==> src/design/ahb_pkg.sv <==
package ahb_pkg;

    // --------------------
    // Address map
    // --------------------
    localparam int DEVICE_COUNT = 2;
    localparam int DEV_RAM      = 0;
    localparam int DEV_GPIO     = 1;

    localparam logic [2:0] RAM_ADDR_MATCH  = 3'h0;   // 0x00000000, addr[28:26]
    localparam logic [6:0] GPIO_ADDR_MATCH = 7'h7e;  // 0x1f800000, addr[28:22]

    localparam int RAM_ADDR_WIDTH  = 10;  // Word address, 4 KB
    localparam int RAM_WAIT_STATES = 1;

    // --------------------
    // GPIO
    // --------------------
    localparam int N_RED_LEDS        = 18;
    localparam int N_GREEN_LEDS      = 8;
    localparam int N_SWITCHES        = 18;
    localparam int N_BUTTONS         = 5;
    localparam int HEX_WIDTH         = 32;
    localparam int GPIO_OFFSET_WIDTH = 5;

    localparam logic [GPIO_OFFSET_WIDTH-1:0] GPIO_RED_OFFSET   = 5'h00;
    localparam logic [GPIO_OFFSET_WIDTH-1:0] GPIO_GREEN_OFFSET = 5'h04;
    localparam logic [GPIO_OFFSET_WIDTH-1:0] GPIO_HEX_OFFSET   = 5'h08;
    localparam logic [GPIO_OFFSET_WIDTH-1:0] GPIO_SW_OFFSET    = 5'h0c;
    localparam logic [GPIO_OFFSET_WIDTH-1:0] GPIO_BTN_OFFSET   = 5'h10;

    // --------------------
    // Bus encodings
    // --------------------
    localparam logic [1:0] HTRANS_IDLE   = 2'b00;
    localparam logic [1:0] HTRANS_NONSEQ = 2'b10;

    localparam logic [2:0] HSIZE_BYTE = 3'b000;
    localparam logic [2:0] HSIZE_HALF = 3'b001;
    localparam logic [2:0] HSIZE_WORD = 3'b010;

    // One bus word, whole or by byte lane (lane 0 is the lowest address)
    typedef union packed {
        logic [31:0]     word;
        logic [3:0][7:0] lane;
    } ahb_data_u;

    typedef struct packed {
        logic [31:0] haddr;
        logic [2:0]  hsize;
        logic [1:0]  htrans;
        logic        hwrite;
    } ahb_req_t;

    typedef struct packed {
        ahb_data_u hrdata;
        logic      hreadyout;
        logic      hresp;
    } ahb_rsp_t;

    typedef logic [DEVICE_COUNT-1:0] dev_sel_t;

    typedef struct packed {
        logic [N_SWITCHES-1:0] switches;
        logic [N_BUTTONS-1:0]  buttons;
    } gpio_in_t;

    typedef struct packed {
        logic [N_RED_LEDS-1:0]   red_leds;
        logic [N_GREEN_LEDS-1:0] green_leds;
        logic [HEX_WIDTH-1:0]    hex;
    } gpio_out_t;

endpackage
==> src/design/ahb_decoder.sv <==
`timescale 1ns/1ps

module ahb_decoder (
    input  logic              clk,
    input  logic              arst_n,
    input  logic [31:0]       haddr,
    input  logic              hready,
    output ahb_pkg::dev_sel_t hsel,
    output ahb_pkg::dev_sel_t hsel_r
);
    import ahb_pkg::*;

    // --------------------
    // Address phase decode
    // --------------------
    always_comb begin
        hsel = '0;

        // RAM, 64 MB window at physical 0x00000000
        hsel[DEV_RAM] = (haddr[28:26] == RAM_ADDR_MATCH);

        // GPIO, 4 MB window at physical 0x1f800000
        hsel[DEV_GPIO] = (haddr[28:22] == GPIO_ADDR_MATCH);
    end

    // --------------------
    // Data phase owner
    // --------------------
    always_ff @(posedge clk or negedge arst_n) begin
        if (!arst_n) begin
            hsel_r <= '0;
        end else if (hready) begin
            hsel_r <= hsel;  // Held across wait states
        end
    end

endmodule

==> config.mk <==
export PLATFORM = sky130hd
export DESIGN_NAME = ahb_decoder
export DESIGN_NICKNAME = d
export VERILOG_FILES = /design/src/design/ahb_pkg.sv /design/src/design/ahb_decoder.sv
export SDC_FILE = /design/constraint.sdc
export NUM_CORES = 1
export LEC_CHECK = 0
export BUFFER_PORTS_ARGS = -buffer_cell sky130_fd_sc_hd__buf_2
export CAP_MARGIN = 40
export CORE_AREA = 2 2 39 41
export CTS_CLUSTER_SIZE = 20
export DETAILED_ROUTE_END_ITERATION = 16
export DIE_AREA = 0 0 41 43
export PLACE_DENSITY = 0.45
export SYNTH_ARGS = -nofsm -noshare
export SYNTH_HDL_FRONTEND = slang
export SYNTH_SLANG_ARGS = --single-unit
==> constraint.sdc <==
create_clock -name clk -period 2.3 [get_ports clk]
set_input_delay 0.345 -clock clk [delete_from_list [all_inputs] [get_ports clk]]
set_output_delay 0.345 -clock clk [all_outputs]
set_load 0.01 [all_outputs]
==> metrics.txt <==
outcome=finished, final reports clean; total of max-cap violations=0; DRC=0; FF-to-FF setup slack=1.55 ns; synthesized flop and latch total=2; post-CTS resize count=0; Distinct cells, synth=9; CTS H-tree depth=1; Setup Skew=0 ns; Antenna diodes=0; vias post-DR=144; Fin Setup TNS=0 ns; Hold Fails Final Rpt=0; TritonCTS clock tree=yes; Die Span X=about 41 µm; final instance area=226 µm²; crit path to=hsel[1]; Final min period=1.25 ns; Area Overhead vs Synth=108%; first-pass GRT wire length=~550 µm; 1st-pass router iterations=2; Worst-Skew Late Latency=approximately 0.22 ns; vias per cell=3.35; Syn Inst Count=10; HP Class=in -> reg; RD Place Congestion=0.565; slew margin rel.=87.6%; Routed Antenna Nets=0; Leakage=0.117 nW; starting density of the core=under 10%; TritonCTS Buffers=3; Die ar.=1760 µm²; final core occ=between 10% and 20%; critical path class=in -> out; routed length per instance=9.40 µm; Iteration-0 DRC Markers=5; Max Transition Viols Final=0; critical-path maximum fanout=2; layout cells sized above 1=66.7%; final WL=just over 400 µm; worst min-delay path startpoint=hready; # hold bufs at CTS=1; grt met3 use=5.24%; largest net degree at the start of global routing=4; worst slew pin tran=0.184 ns; # setup viols final=0; Mean Syn Cell Area=10.9 µm²; fmax=801 MHz; gr busiest metal=met1; max reg flops=2; vias in the first global route=141; clk sinks=2; worst r2r src=hsel_r[0]$_DFFE_PN0P_; placed inst area=194 µm²; core area=~1400 µm²; Reg clk slew, reported paths=0.03 ns; worst vdd ir=between 0.09 and 0.1 mV; final critical-path share of the clock period=54.3%; YS warnings=0; syn nets=45; Reg-to-Reg End=hsel_r[0]$_DFFE_PN0P_; setup bufs post-CTS=0; Worst EP arrival=0.90 ns; global-route track usage on met2=4.38%; row count=14; Largest regs=hsel_r (2); IO Port Bufs=13; startpoint types=primary input; global route total overflow=0; critical path startpoint=haddr[27]; Root Buffer=clkbuf_4; PwrDens=596 nW/µm²; unrepaired setup endpoints after global routing=false; Layout Nets=64; Top reg by flops=hsel_r; GR Layer Usage met1=7.05%; GRT Total Usage=5.22%; Register-to-Register Path Depth=1; Die Y=43 µm; Seq/Total Area, Yosys=46.0%; Setup crit end kind=output port; CP required=a little under 2 ns; # IOs=39; antenna violations before repair=0; Post-Syn Area=109 µm²; deepest clock path buffer count=2
-- through the flow --
| stage | worst slack [ns] | total power, mW | hold slack (ns) | instances |
|---|---|---|---|---|
| after floorplan | 1.20 | 0.0427 | 0.0494 | 10 |
| after global placement | 1.05 | 0.0558 | 0.135 | 39 |
| after detailed placement | 1.04 | 0.0558 | 0.132 | 39 |
| final | 1.05 | 0.135 | 0.376 | 43 |
| after CTS | 1.04 | 0.142 | 0.361 | 43 |
| after global routing | 0.947 | 0.142 | 0.378 | 43 |
-- metal layers --
layer	wire length (µm)	share of wire, %
met1	215	53
met2	107	26
met3	82	20
met4	0	0
met5	0	0
-- cell usage after synthesis --
master,n,area share [%]
dfrtp_1,2,46
inv_1,1,3.4
mux2_4,1,14
nand2_1,1,3.4
nand4_1,1,5.8
nand4b_1,1,8.0
nor3_1,1,4.6
nor3_2,1,9.2
o22ai_1,1,5.8
-- kinds of logic (layout without fill, tap and decap cells) --
kind of cell / count (synthesis) / in the layout / share of synthesized area (%)
simple gates: 5 / 5 / 31.0
mux: 1 / 1 / 13.8
compound gates: 1 / 1 / 5.75
flops: 2 / 2 / 46.0
buf+inv: 1 / 18 / 3.44
-- where the power goes --
group	switching, mW	leakage [nW]	internal [mW]
combinational	0.00847	0.0762	0.0109
clock	0.0208	0.0138	0.0576
sequential	0.000567	0.0274	0.0366
total	0.0298	0.117	0.105
-- placed cells by master, fill, tap and decap left out --
master and n:
dlygate4sd3_1 1, mux2_4 1, clkbuf_4 3, dfrtp_1 2, nand4_1 1, nand2_1 1, inv_1 1, nor3_2 1
nand4b_1 1, buf_2 13, o22ai_1 1, nor3_1 1
-- worst max-delay path: stages --
cell,delay (ns)
buf_2,0.10
nand4_1,0.12
nor3_1,0.18
buf_2,0.16
-- layout make-up --
class                           count  area, µm²
Multi-Input combinational cell      7       55.1
Clock buffer                        3       22.5
Fill cell                         152       1160
Inverter                            1       3.75
Timing Repair Buffer               14       75.1
Sequential cell                     2       50.0
Tap cell                           16       20.0
-- worst min-delay path by stage --
stage               depth (start not counted)                    end
floorplan                                   0  hsel_r[0]$_DFFE_PN0P_
global placement                            1  hsel_r[0]$_DFFE_PN0P_
detailed placement                          1  hsel_r[0]$_DFFE_PN0P_
CTS                                         2  hsel_r[1]$_DFFE_PN0P_
global route                                2  hsel_r[1]$_DFFE_PN0P_
finish                                      2  hsel_r[1]$_DFFE_PN0P_
Power figures use the tool's default switching activity.
