===== config.mk =====
export PLATFORM = sky130hd
export DESIGN_NAME = ahb_gpio_slave
export DESIGN_NICKNAME = d
export VERILOG_FILES = /design/src/design/ahb_pkg.sv /design/src/design/ahb_gpio_slave.sv
export SDC_FILE = /design/constraint.sdc
export NUM_CORES = 1
export LEC_CHECK = 0
export ABC_AREA = 0
export CAP_MARGIN = 20
export CORE_MARGIN = 10
export CORE_UTILIZATION = 50
export CTS_CLUSTER_DIAMETER = 60
export DETAILED_ROUTE_END_ITERATION = 10
export DONT_BUFFER_PORTS = 1
export HOLD_SLACK_MARGIN = 0.08
export PLACE_DENSITY_LB_ADDON = 0.08
export SLEW_MARGIN = 20
export SYNTH_ARGS = -nofsm -noshare
export SYNTH_HDL_FRONTEND = slang
export SYNTH_SLANG_ARGS = --single-unit

===== constraint.sdc =====
create_clock -name clk -period 5.5 [get_ports clk]
set_input_delay 0.55 -clock clk [delete_from_list [all_inputs] [get_ports clk]]
set_output_delay 0.55 -clock clk [all_outputs]
set_load 0.05 [all_outputs]

===== src/design/ahb_pkg.sv =====
package ahb_pkg;

    // --------------------
    // Address map
    // --------------------
    localparam int DEVICE_COUNT = 2;
    localparam int DEV_RAM      = 0;
    localparam int DEV_GPIO     = 1;

    localparam logic [2:0] RAM_ADDR_MATCH  = 3'h0;   // 0x00000000, addr[28:26]
    localparam logic [6:0] GPIO_ADDR_MATCH = 7'h7e;  // 0x1f800000, addr[28:22]

    localparam int RAM_ADDR_WIDTH  = 10;  // Word address, 4 KB
    localparam int RAM_WAIT_STATES = 1;

    // --------------------
    // GPIO
    // --------------------
    localparam int N_RED_LEDS        = 18;
    localparam int N_GREEN_LEDS      = 8;
    localparam int N_SWITCHES        = 18;
    localparam int N_BUTTONS         = 5;
    localparam int HEX_WIDTH         = 32;
    localparam int GPIO_OFFSET_WIDTH = 5;

    localparam logic [GPIO_OFFSET_WIDTH-1:0] GPIO_RED_OFFSET   = 5'h00;
    localparam logic [GPIO_OFFSET_WIDTH-1:0] GPIO_GREEN_OFFSET = 5'h04;
    localparam logic [GPIO_OFFSET_WIDTH-1:0] GPIO_HEX_OFFSET   = 5'h08;
    localparam logic [GPIO_OFFSET_WIDTH-1:0] GPIO_SW_OFFSET    = 5'h0c;
    localparam logic [GPIO_OFFSET_WIDTH-1:0] GPIO_BTN_OFFSET   = 5'h10;

    // --------------------
    // Bus encodings
    // --------------------
    localparam logic [1:0] HTRANS_IDLE   = 2'b00;
    localparam logic [1:0] HTRANS_NONSEQ = 2'b10;

    localparam logic [2:0] HSIZE_BYTE = 3'b000;
    localparam logic [2:0] HSIZE_HALF = 3'b001;
    localparam logic [2:0] HSIZE_WORD = 3'b010;

    // One bus word, whole or by byte lane (lane 0 is the lowest address)
    typedef union packed {
        logic [31:0]     word;
        logic [3:0][7:0] lane;
    } ahb_data_u;

    typedef struct packed {
        logic [31:0] haddr;
        logic [2:0]  hsize;
        logic [1:0]  htrans;
        logic        hwrite;
    } ahb_req_t;

    typedef struct packed {
        ahb_data_u hrdata;
        logic      hreadyout;
        logic      hresp;
    } ahb_rsp_t;

    typedef logic [DEVICE_COUNT-1:0] dev_sel_t;

    typedef struct packed {
        logic [N_SWITCHES-1:0] switches;
        logic [N_BUTTONS-1:0]  buttons;
    } gpio_in_t;

    typedef struct packed {
        logic [N_RED_LEDS-1:0]   red_leds;
        logic [N_GREEN_LEDS-1:0] green_leds;
        logic [HEX_WIDTH-1:0]    hex;
    } gpio_out_t;

endpackage

===== src/design/ahb_gpio_slave.sv =====
`timescale 1ns/1ps

module ahb_gpio_slave (
    input  logic               clk,
    input  logic               arst_n,
    input  ahb_pkg::ahb_req_t  req,
    input  logic               hsel,
    input  logic               hready,
    input  ahb_pkg::ahb_data_u hwdata,
    input  ahb_pkg::gpio_in_t  gpio_in,
    output ahb_pkg::ahb_rsp_t  rsp,
    output ahb_pkg::gpio_out_t gpio_out
);
    import ahb_pkg::*;

    logic                         accept;
    logic                         active_r;
    logic                         write_r;
    logic [GPIO_OFFSET_WIDTH-1:0] offset_r;

    assign accept = hready && hsel && (req.htrans == HTRANS_NONSEQ);

    always_ff @(posedge clk) begin
        if (accept) begin
            offset_r <= req.haddr[GPIO_OFFSET_WIDTH-1:0];
            write_r  <= req.hwrite;
        end
    end

    // --------------------
    // Output registers
    // --------------------
    always_ff @(posedge clk or negedge arst_n) begin
        if (!arst_n) begin
            active_r <= 1'b0;
            gpio_out <= '0;
        end else begin
            if (active_r && write_r && hready) begin
                case (offset_r)
                    GPIO_RED_OFFSET:   gpio_out.red_leds   <= hwdata.word[N_RED_LEDS-1:0];
                    GPIO_GREEN_OFFSET: gpio_out.green_leds <= hwdata.word[N_GREEN_LEDS-1:0];
                    GPIO_HEX_OFFSET:   gpio_out.hex        <= hwdata.word[HEX_WIDTH-1:0];
                    default: ;  // Switches and buttons are read only
                endcase
            end
            if (hready)
                active_r <= accept;
        end
    end

    // Read back, zero-extended
    always_comb begin
        rsp           = '0;
        rsp.hreadyout = 1'b1;
        case (offset_r)
            GPIO_RED_OFFSET:   rsp.hrdata.word[N_RED_LEDS-1:0]   = gpio_out.red_leds;
            GPIO_GREEN_OFFSET: rsp.hrdata.word[N_GREEN_LEDS-1:0] = gpio_out.green_leds;
            GPIO_HEX_OFFSET:   rsp.hrdata.word[HEX_WIDTH-1:0]    = gpio_out.hex;
            GPIO_SW_OFFSET:    rsp.hrdata.word[N_SWITCHES-1:0]   = gpio_in.switches;
            GPIO_BTN_OFFSET:   rsp.hrdata.word[N_BUTTONS-1:0]    = gpio_in.buttons;
            default: ;
        endcase
    end

endmodule


==> impl_metrics.yaml <==
status:
  status: "finished clean"
place:
  gp_congestion: 0.727
  hpwlAfterDp_um: 6220
  io_buffers: 0
worst_setup_path:
  crit_type: "flip-flop to primary output"
  startpoint: "offset_r[2]"
  rr_worst_depth: 4
  rr_endpoint: "gpio_out[20]"
  startpoint_type: "flip-flop"
  cp_max_fo: 14
  end_kind: "primary output"
  cp.required_ns: 4.95
  critPathArrivalTime_ns: 2.82
  r2r-start: "offset_r[4]"
  reg2reg_slack_ns: 2.70
grt:
  use_met3: 0.0810
  use_met1: 0.161
  use_met2: 0.271
  grt.busiest_layer: "met2"
  grt.total_usage: 0.159
  grt_pass1_wl_um: 12500
  grt_pass1_vias: 2148
  antenna_found_initial: 0
  grt_max_degree: 60
  grt_overflow_total: 0
logic_synthesis:
  synth_top_area_frac: 0.465
  async_flop_share: 0.908
  ys_seq_elements: 65
  synth.avg_cell_area_um2: 14.1
  synth_flop_cell: "dfrtp_1"
  syn_area_um2: 3170
  synth_largest_area_cell: "dfrtp_1"
  syn_nets: 322
  postSynthCellCount: 225
  yosysWarnings: 0
  synth_edf_count: 6
  ys_seq_area_frac: 0.522
  synth_cell_types: 29
  yosys-top-cells-area: "dfrtp_1 (47%), mux2_2 (13%), mux2_1 (7.5%), edfxtp_1 (5.7%), mux2_4 (4.7%)"
floorplanning:
  die_h_um: 99.6
  fp-row-count: 28
  dieArea_um2: 9930
  die_x_um: 99.6
  start_util: 0.526
  core_area_um2: 6030
  pin_count: 189
drt:
  first_pass_iters: 4
  vias_per_cell: 6.17
  post_drt_wl_per_cell_um: 26.3
  wl_um: 8040
  drt_iter0_markers: 57
  antenna_left: 0
  drc: 0
  vias: 1881
pwr:
  ir_drop_mv: 0.188
  powerDensity_nw_per_um2: 300
  p_leak_nw: 1.66
finish:
  diodes: 0
  fillerInstances: 496
  multi_input_area_um2: 1380
  seqCellArea_um2: 1660
  layout_common_cells: "dfrtp_1 (59), mux2_2 (37), mux2_1 (21)"
  nets: 322
  syn_to_final_growth_pct: 7.57
  mostFrequentLayoutCell: "dfrtp_1"
  drive_gt1_frac: 0.304
timing:
  slew_viol_final: 0
  fin_skew_ns: 0.00722
  worstMarginPinSlew_ns: 0.970
  rsz0062_at_grt: "no"
  fmax_mhz: 297
  min_period_ns: 3.37
  final.period_utilization: 0.613
  hold_ws_ns: 0.0786
  maxSlewHeadroom: 0.352
  setup_viol: 0
  setup_tns_ns: 0
  final_hold_viol_count: 0
clock_tree:
  clock-root-buffer: "clkbuf_8"
  h-tree-depth: 3
  ctsResizeCount: 0
  cts_made_buffers: 9
  clk_latency_ns: 0.32
  clk_pin_slew_ns: 0.07
  cts_tree: "yes"
  cts_buffer_depth: 2
  cts_sinks: 65
run:
  max-cap-violations: 0
hold_path:
  hold_path.class: "primary input to async pin"
[stage by stage]
stage                      util  power (mW)  setup slack [ns]  cells  area, µm²
after floorplan               -       0.581              2.79    225       3170
after global placement    0.526       0.586              2.59    288       3170
after detailed placement  0.526       0.588              2.47    288       3170
after CTS                 0.566        1.03              2.09    305       3410
after global routing      0.566        1.06              1.94    305       3410
final                     0.566        1.02              2.13    305       3410
[worst max-delay path, cell delays in order (launching register included)]
cell and delay (ns):
edfxtp_1 0.65, buf_4 0.33, nor2_1 0.57, a22oi_1 0.20, nor2_1 0.73
[Yosys cell counts (2+ instances only)]
cell type  count
mux4_2         3
nor2b_1        3
mux2_1        21
mux2_4        10
dfrtp_1       59
mux2_2        37
and2_1        14
o22ai_1        5
a22oi_1       10
nor2_1        12
buf_6          5
nor4_4         2
clkbuf_1       3
edfxtp_1       6
inv_1          2
buf_2          3
conb_1         2
buf_4          3
mux2i_1       10
a21o_1         6
[metal layers]
layer  up-vias  routed length (µm)
met3        11                 913
met2       111                4190
met1       947                2840
met5         -                   0
met4         0                  95
li1        812                   -
[worst max path at each step]
| stage | to | slack, ns | depth (start not counted) |
|---|---|---|---|
| 2_1_floorplan | rsp[14] | 2.79 | 6 |
| 3_3_place_gp | rsp[19] | 2.59 | 4 |
| 3_5_place_dp | rsp[12] | 2.47 | 4 |
| 4_1_cts | rsp[12] | 2.09 | 4 |
| 5_1_grt | rsp[18] | 1.94 | 4 |
| 6_report | rsp[12] | 2.13 | 4 |
[sequential cells by signal, summed over array words and instances, names as in the netlist]
signal and flops:
gpio_out 58, offset_r 5, active_r 1, write_r 1
[kinds of logic (layout without fill, tap and decap cells)]
group,after synthesis,in the layout,synth area share
compound gates,21,21,0.0477
buf+inv,18,23,0.0414
flops,65,65,0.522
mux,81,81,0.306
other cells,2,2,0.00237
simple gates,38,38,0.0801
[layout make-up]
class / count / area share
Timing Repair Buffer: 5 / 0.0169
Tap cell: 75 / 0.0275
Sequential cell: 65 / 0.486
Inverter: 2 / 0.00220
Clock inverter: 3 / 0.0187
Multi-Input combinational cell: 142 / 0.406
Clock buffer: 13 / 0.0436
[where the power goes]
group	total, mW	internal, mW	switching (mW)
clock network	0.433	0.267	0.166
registers	0.541	0.495	0.0458
logic	0.0480	0.0200	0.0280
[what timing repair did]
action	4_1_cts	5_1_grt
hold buffers	1	0
setup buffers	0	0
endpoints found under the setup margin	0	0
hold endpoints to repair	59	0
Power figures use the tool's default switching activity.
