**config.mk**
```make
export PLATFORM = sky130hd
export DESIGN_NAME = ahb_response_mux
export DESIGN_NICKNAME = d
export VERILOG_FILES = /design/src/design/ahb_pkg.sv /design/src/design/ahb_response_mux.sv
export SDC_FILE = /design/constraint.sdc
export NUM_CORES = 1
export LEC_CHECK = 0
export BUFFER_PORTS_ARGS = -buffer_cell sky130_fd_sc_hd__buf_2
export CAP_MARGIN = 15
export CORE_UTILIZATION = 25
export DETAILED_ROUTE_END_ITERATION = 8
export GPL_TIMING_DRIVEN = 0
export PLACE_DENSITY_LB_ADDON = 0.1
export SETUP_SLACK_MARGIN = 0.02
export SYNTH_ARGS = -nofsm -noshare
export SYNTH_HDL_FRONTEND = slang
export SYNTH_SLANG_ARGS = --single-unit
```
**constraint.sdc**
```tcl
create_clock -name vclk -period 0.8
set_input_delay 0.04 -clock vclk [all_inputs]
set_output_delay 0.04 -clock vclk [all_outputs]
set_load 0.03 [all_outputs]
```
**src/design/ahb_pkg.sv**
```systemverilog
package ahb_pkg;

    // --------------------
    // Address map
    // --------------------
    localparam int DEVICE_COUNT = 2;
    localparam int DEV_RAM      = 0;
    localparam int DEV_GPIO     = 1;

    localparam logic [2:0] RAM_ADDR_MATCH  = 3'h0;   // 0x00000000, addr[28:26]
    localparam logic [6:0] GPIO_ADDR_MATCH = 7'h7e;  // 0x1f800000, addr[28:22]

    localparam int RAM_ADDR_WIDTH  = 10;  // Word address, 4 KB
    localparam int RAM_WAIT_STATES = 1;

    // --------------------
    // GPIO
    // --------------------
    localparam int N_RED_LEDS        = 18;
    localparam int N_GREEN_LEDS      = 8;
    localparam int N_SWITCHES        = 18;
    localparam int N_BUTTONS         = 5;
    localparam int HEX_WIDTH         = 32;
    localparam int GPIO_OFFSET_WIDTH = 5;

    localparam logic [GPIO_OFFSET_WIDTH-1:0] GPIO_RED_OFFSET   = 5'h00;
    localparam logic [GPIO_OFFSET_WIDTH-1:0] GPIO_GREEN_OFFSET = 5'h04;
    localparam logic [GPIO_OFFSET_WIDTH-1:0] GPIO_HEX_OFFSET   = 5'h08;
    localparam logic [GPIO_OFFSET_WIDTH-1:0] GPIO_SW_OFFSET    = 5'h0c;
    localparam logic [GPIO_OFFSET_WIDTH-1:0] GPIO_BTN_OFFSET   = 5'h10;

    // --------------------
    // Bus encodings
    // --------------------
    localparam logic [1:0] HTRANS_IDLE   = 2'b00;
    localparam logic [1:0] HTRANS_NONSEQ = 2'b10;

    localparam logic [2:0] HSIZE_BYTE = 3'b000;
    localparam logic [2:0] HSIZE_HALF = 3'b001;
    localparam logic [2:0] HSIZE_WORD = 3'b010;

    // One bus word, whole or by byte lane (lane 0 is the lowest address)
    typedef union packed {
        logic [31:0]     word;
        logic [3:0][7:0] lane;
    } ahb_data_u;

    typedef struct packed {
        logic [31:0] haddr;
        logic [2:0]  hsize;
        logic [1:0]  htrans;
        logic        hwrite;
    } ahb_req_t;

    typedef struct packed {
        ahb_data_u hrdata;
        logic      hreadyout;
        logic      hresp;
    } ahb_rsp_t;

    typedef logic [DEVICE_COUNT-1:0] dev_sel_t;

    typedef struct packed {
        logic [N_SWITCHES-1:0] switches;
        logic [N_BUTTONS-1:0]  buttons;
    } gpio_in_t;

    typedef struct packed {
        logic [N_RED_LEDS-1:0]   red_leds;
        logic [N_GREEN_LEDS-1:0] green_leds;
        logic [HEX_WIDTH-1:0]    hex;
    } gpio_out_t;

endpackage
```
**src/design/ahb_response_mux.sv**
```systemverilog
`timescale 1ns/1ps

module ahb_response_mux (
    input  ahb_pkg::dev_sel_t  hsel_r,
    input  ahb_pkg::ahb_rsp_t  ram_rsp,
    input  ahb_pkg::ahb_rsp_t  gpio_rsp,
    output ahb_pkg::ahb_data_u hrdata,
    output logic               hready,
    output logic               hresp
);
    import ahb_pkg::*;

    ahb_rsp_t sel_rsp;

    // Lowest set bit wins
    always_comb begin
        if (hsel_r[DEV_RAM])
            sel_rsp = ram_rsp;
        else if (hsel_r[DEV_GPIO])
            sel_rsp = gpio_rsp;
        else
            sel_rsp = ram_rsp;  // Nothing selected
    end

    assign hrdata = sel_rsp.hrdata;
    assign hready = sel_rsp.hreadyout;
    assign hresp  = sel_rsp.hresp;

endmodule

```
==> results.json, run 1 <==
{
  "drive_gt1_frac": 1.00,
  "seq_cell_count": 0,
  "grt_pass1_vias": 719,
  "grt.total_usage": 0.167,
  "crit_path_end_kind": "primary output",
  "gr-max-usage-layer": "met2",
  "initial_utilization": 0.265,
  "max_cap_violations": 0,
  "wl_per_cell_microns": 14.1,
  "finalCritPeriodShare": 1.30,
  "crit_path_start_kind": "primary input",
  "hp-class": "primary input to primary output",
  "yosys-top-cells-count": "mux2_4 (30), mux2_2 (4), buf_12 (3)",
  "dr.pass1.iters": 4,
  "fmax_mhz": 962,
  "io_pins": 104,
  "synthAdderAreaFrac": 0,
  "use_met3": 0.00909,
  "core_sq_um": 2190,
  "min_period_ps": 1040,
  "io_buffers": 104,
  "hold_depth": 3,
  "vias_per_cell": 4.34,
  "postSynthCellCount": 39,
  "setup_viol": 34,
  "ys_seq_area_frac": 0,
  "gp_congestion": 0.637,
  "cts-hold-fix-buffers": 0,
  "nets": 218,
  "syn_nets": 109,
  "grt.met1_usage": 0.161,
  "rsz0062_at_grt": "true",
  "hold_end": "hrdata[31]",
  "finalHoldViolations": 0,
  "status": "complete, but fails checks",
  "dp_hpwl_microns": 1900,
  "drv_slew": 0,
  "regArea_sq_um": 0,
  "worstPathRequired_ps": 760,
  "crit_arrival_ps": 1000,
  "dr_total_vias": 756,
  "clkbuf_count": 0,
  "ir_drop_mv": 0.485,
  "grt_pass1_wl_microns": 3220,
  "antenna_found_initial": 0,
  "synth_area_sq_um": 581,
  "synth_top_cell_by_area": "mux2_4",
  "die_w_microns": 50.2,
  "synth_top_family_by_area": "multiplexers",
  "ys_warn_count": 0,
  "synth_area_per_cell_sq_um": 14.9,
  "die_h_microns": 50.2,
  "p_leak_nw": 0.814,
  "synth_xor_xnor_area_share": 0,
  "synthTopCellsByArea": "mux2_4 (78%), buf_12 (10%), mux2_2 (7.8%)",
  "final.setup.worst_slack_ps": -239,
  "drc": 0,
  "tightest_slew_ps": 90.8,
  "antenna_cells": 0,
  "worstSetupPathType": "primary input to primary output",
  "yosysMostFrequentCell": "mux2_4",
  "violations": "negative setup slack",
  "muxShareOfSynthArea": 0.853,
  "rows": 17,
  "finalSetupTns_ps": -7270,
  "final_antenna_net_count": 0,
  "slew_headroom": 0.939,
  "synth_top_area_share": 0.776,
  "synth_simple_gate_area_frac": 0.0237,
  "synth_compound_area_frac": 0,
  "dr.first_iter.drc_count": 1,
  "fp.dieArea_sq_um": 2520,
  "drt-total-wl_microns": 2450,
  "cp_max_fo": 6,
  "hold_ws_ps": 405,
  "worst_hold_startpoint": "ram_rsp[33]",
  "area_delta_synth_final_pct": 151,
  "met2_usage": 0.384,
  "grt_max_degree": 11,
  "powerDensity_nw_per_um2": 795,
  "synth_cell_types": 5,
  "overflow": 0
}
[area by class of cell]
type / instances / area (sq um)
plain buffers: 4 / 80.1
multi-input cells: 35 / 524
well taps: 28 / 35.0
fillers: 171 / 733
repair buffers: 107 / 818
[cells in the final DEF (no fill, tap or decap)]
cell type   n
buf_12      5
buf_16      1
buf_2      68
buf_6      36
clkbuf_16   1
mux2_4     34
nor2b_4     1
[metrics by stage]
stage | setup WS [ps] | utilization | power, mW | area [sq um] | instances
3_5_place_dp | -286 | 0.519 | 0.898 | 1140 | 171
4_1_cts | -240 | 0.652 | 1.14 | 1430 | 173
5_1_grt | -260 | 0.665 | 1.20 | 1460 | 174
6_report | -239 | 0.665 | 1.16 | 1460 | 174
2_1_floorplan | -27.5 | - | 0.597 | 581 | 39
3_3_place_gp | -280 | 0.519 | 0.889 | 1140 | 171
[critical path: stages]
cell,delay (ps)
buf_6,90
nor2b_4,110
buf_12,150
clkbuf_16,150
mux2_4,300
buf_6,140
[metal layers]
metal	vias to the layer above	routed length, microns
li1	361	-
met1	352	821
met2	43	1490
met3	0	139
met4	0	0
met5	-	0
[cell families after synthesis]
kind of cell	count (synthesis)
simple gates	1
mux	34
buf+inv	4
[timing repair]
item                                    CTS  global route
resized for setup                        76             1
cloned                                    1             1
endpoints found under the hold margin     0             0
buffers inserted                          1             0
pin swaps                                 0             0
endpoints found under the setup margin   34            34
[power breakdown]
part           leakage, nW  switching [mW]  internal, mW
Clock                    0               0             0
Sequential               0               0             0
Combinational        0.814           0.509         0.649
Total                0.814           0.509         0.649
[how the worst max path moves through the flow]
stage                 endpoint  cells past startpoint  startpoint  slack [ps]
floorplan            hrdata[0]                      4   hsel_r[1]         -30
global placement     hrdata[5]                      6   hsel_r[0]        -280
detailed placement   hrdata[5]                      6   hsel_r[0]        -290
CTS                 hrdata[22]                      6   hsel_r[0]        -240
global route        hrdata[10]                      6   hsel_r[0]        -260
finish              hrdata[27]                      6   hsel_r[0]        -240
Note: power is estimated with default switching activity, not from simulation.
==> inputs of run 2 (changes only) <==
--- a/config.mk
+++ b/config.mk
@@ -5,9 +5,11 @@
 export SDC_FILE = /design/constraint.sdc
 export NUM_CORES = 1
 export LEC_CHECK = 0
-export BUFFER_PORTS_ARGS = -buffer_cell sky130_fd_sc_hd__buf_2
+export BUFFER_PORTS_ARGS = -buffer_cell sky130_fd_sc_hd__buf_4
 export CAP_MARGIN = 15
-export CORE_UTILIZATION = 25
+export CELL_PAD_IN_SITES_DETAIL_PLACEMENT = 0
+export CELL_PAD_IN_SITES_GLOBAL_PLACEMENT = 1
+export CORE_UTILIZATION = 15
 export DETAILED_ROUTE_END_ITERATION = 8
 export GPL_TIMING_DRIVEN = 0
 export PLACE_DENSITY_LB_ADDON = 0.1
==> run 2 against run 1 <==
  * The flow still finishes with violations (negative setup slack)
  * Combinational power is 5% higher
  * Largest power group unchanged
  * Power increased by 5.3%
  * Non-clock buffer count is 1 lower
==> results.json, run 2 (synthesized netlist as in run 1, its figures left out) <==
{
  "status": "complete, but fails checks",
  "violations": "negative setup slack",
  "cts-hold-fix-buffers": 0,
  "crit_path_start_kind": "primary input",
  "fp.dieArea_sq_um": 4120,
  "rsz0062_at_grt": "true",
  "ir_drop_mv": 0.283,
  "grt_max_degree": 11,
  "drv_slew": 0,
  "die_w_microns": 64.2,
  "gp_congestion": 0.761,
  "seq_cell_count": 0,
  "crit_path_max_incr_delay_ps": 310,
  "final_cell_mix": "buf_4 (69), buf_6 (37), mux2_4 (33)",
  "area_delta_synth_final_pct": 175,
  "powerDensity_nw_per_um2": 765,
  "critical_path.top_delay_family": "buffers and inverters",
  "grt.total_usage": 0.116,
  "nets": 217,
  "final.setup.worst_slack_ps": -228,
  "place_ws_ps": -283,
  "place_inst": 191,
  "drc": 0,
  "drive_gt1_frac": 1.00,
  "crit_path_end_kind": "primary output",
  "slew_headroom": 0.934,
  "dr.pass1.iters": 4,
  "grt_pass1_wl_microns": 3730,
  "grt_pass1_vias": 812,
  "crit_arrival_ps": 990,
  "hold_ws_ps": 405,
  "io_pins": 104,
  "worstSetupPathType": "primary input to primary output",
  "antenna_found_initial": 0,
  "rows": 22,
  "crit_top_cell": "buf_6",
  "clkbuf_count": 0,
  "wl_per_cell_microns": 13.7,
  "min_period_ps": 1030,
  "finalCritPeriodShare": 1.29,
  "drt-total-wl_microns": 2640,
  "setup_viol": 34,
  "tightest_slew_ps": 99.5,
  "hp-class": "primary input to primary output",
  "crit_chain": "buf_6 > nor2b_4 > buf_6 > buf_12 > mux2_4 > buf_6",
  "final_common_cell": "buf_4",
  "io_buffers": 104,
  "p_total_mw": 1.22,
  "vias_per_cell": 3.92,
  "finalNonFillerCells": 193,
  "regArea_sq_um": 0,
  "worstPathRequired_ps": 760,
  "dr_total_vias": 756,
  "fmax_mhz": 972,
  "finalSetupTns_ps": -7350,
  "finalHoldViolations": 0,
  "max_cap_violations": 0,
  "cp_max_fo": 10,
  "p_leak_nw": 0.849,
  "slowest_stage": "mux2_4",
  "core_sq_um": 3690,
  "initial_utilization": 0.157,
  "dr.first_iter.drc_count": 10,
  "die_h_microns": 64.2,
  "overflow": 0,
  "crit_buf_inv": 4,
  "final_antenna_net_count": 0,
  "antenna_cells": 0
}
[run 2: changes by cell type in the layout (fill, tap and decap cells not counted)]
| cell | change |
|---|---|
| buf_4 | +69 |
| buf_2 | -68 |
| buf_12 | -1 |
| buf_16 | -1 |
| buf_6 | +1 |
| clkbuf_16 | -1 |
| mux2_2 | +1 |
| mux2_4 | -1 |
[run 2: tightest hold or removal path, cell delays in order]
cell	delay [ps]
buf_4	80
mux2_4	130
buf_6	120
[run 2: final cells by class]
type	count	area, sq um
buffer	4	71.3
fill	342	2090
multi-input combinational	35	520
tap	48	60.1
timing repair buffer	106	943
[run 2: metal layers]
metal  routed length, microns  share of wire  GRT usage
met1                      844           0.32      0.114
met2                     1610           0.61      0.254
met3                      186          0.070     0.0214
met4                        0              0          0
met5                        0              0          0
[run 2: final timing paths]
kind | from | to | slack, ps | cells past startpoint
setup / recovery | hsel_r[0] | hrdata[25] | -230 | 6
hold / removal | ram_rsp[23] | hrdata[21] | 410 | 3
[run 2: repair_timing]
action / 4_1_cts / 5_1_grt
endpoints found under the setup margin: 34 / 34
setup buffers: 2 / 0
resized for setup: 39 / 0
[run 2: power by group]
part           leakage, nW  total, mW  switching (mW)  internal (mW)
sequential               0          0               0              0
combinational        0.849       1.22           0.508          0.712
clock                    0          0               0              0
total                0.849       1.22           0.508          0.712
[run 2: metrics by stage]
step	instance area, sq um	utilization
after floorplan	581	-
after global placement	1420	0.385
after detailed placement	1420	0.385
after CTS	1600	0.432
after global routing	1600	0.432
final	1600	0.432
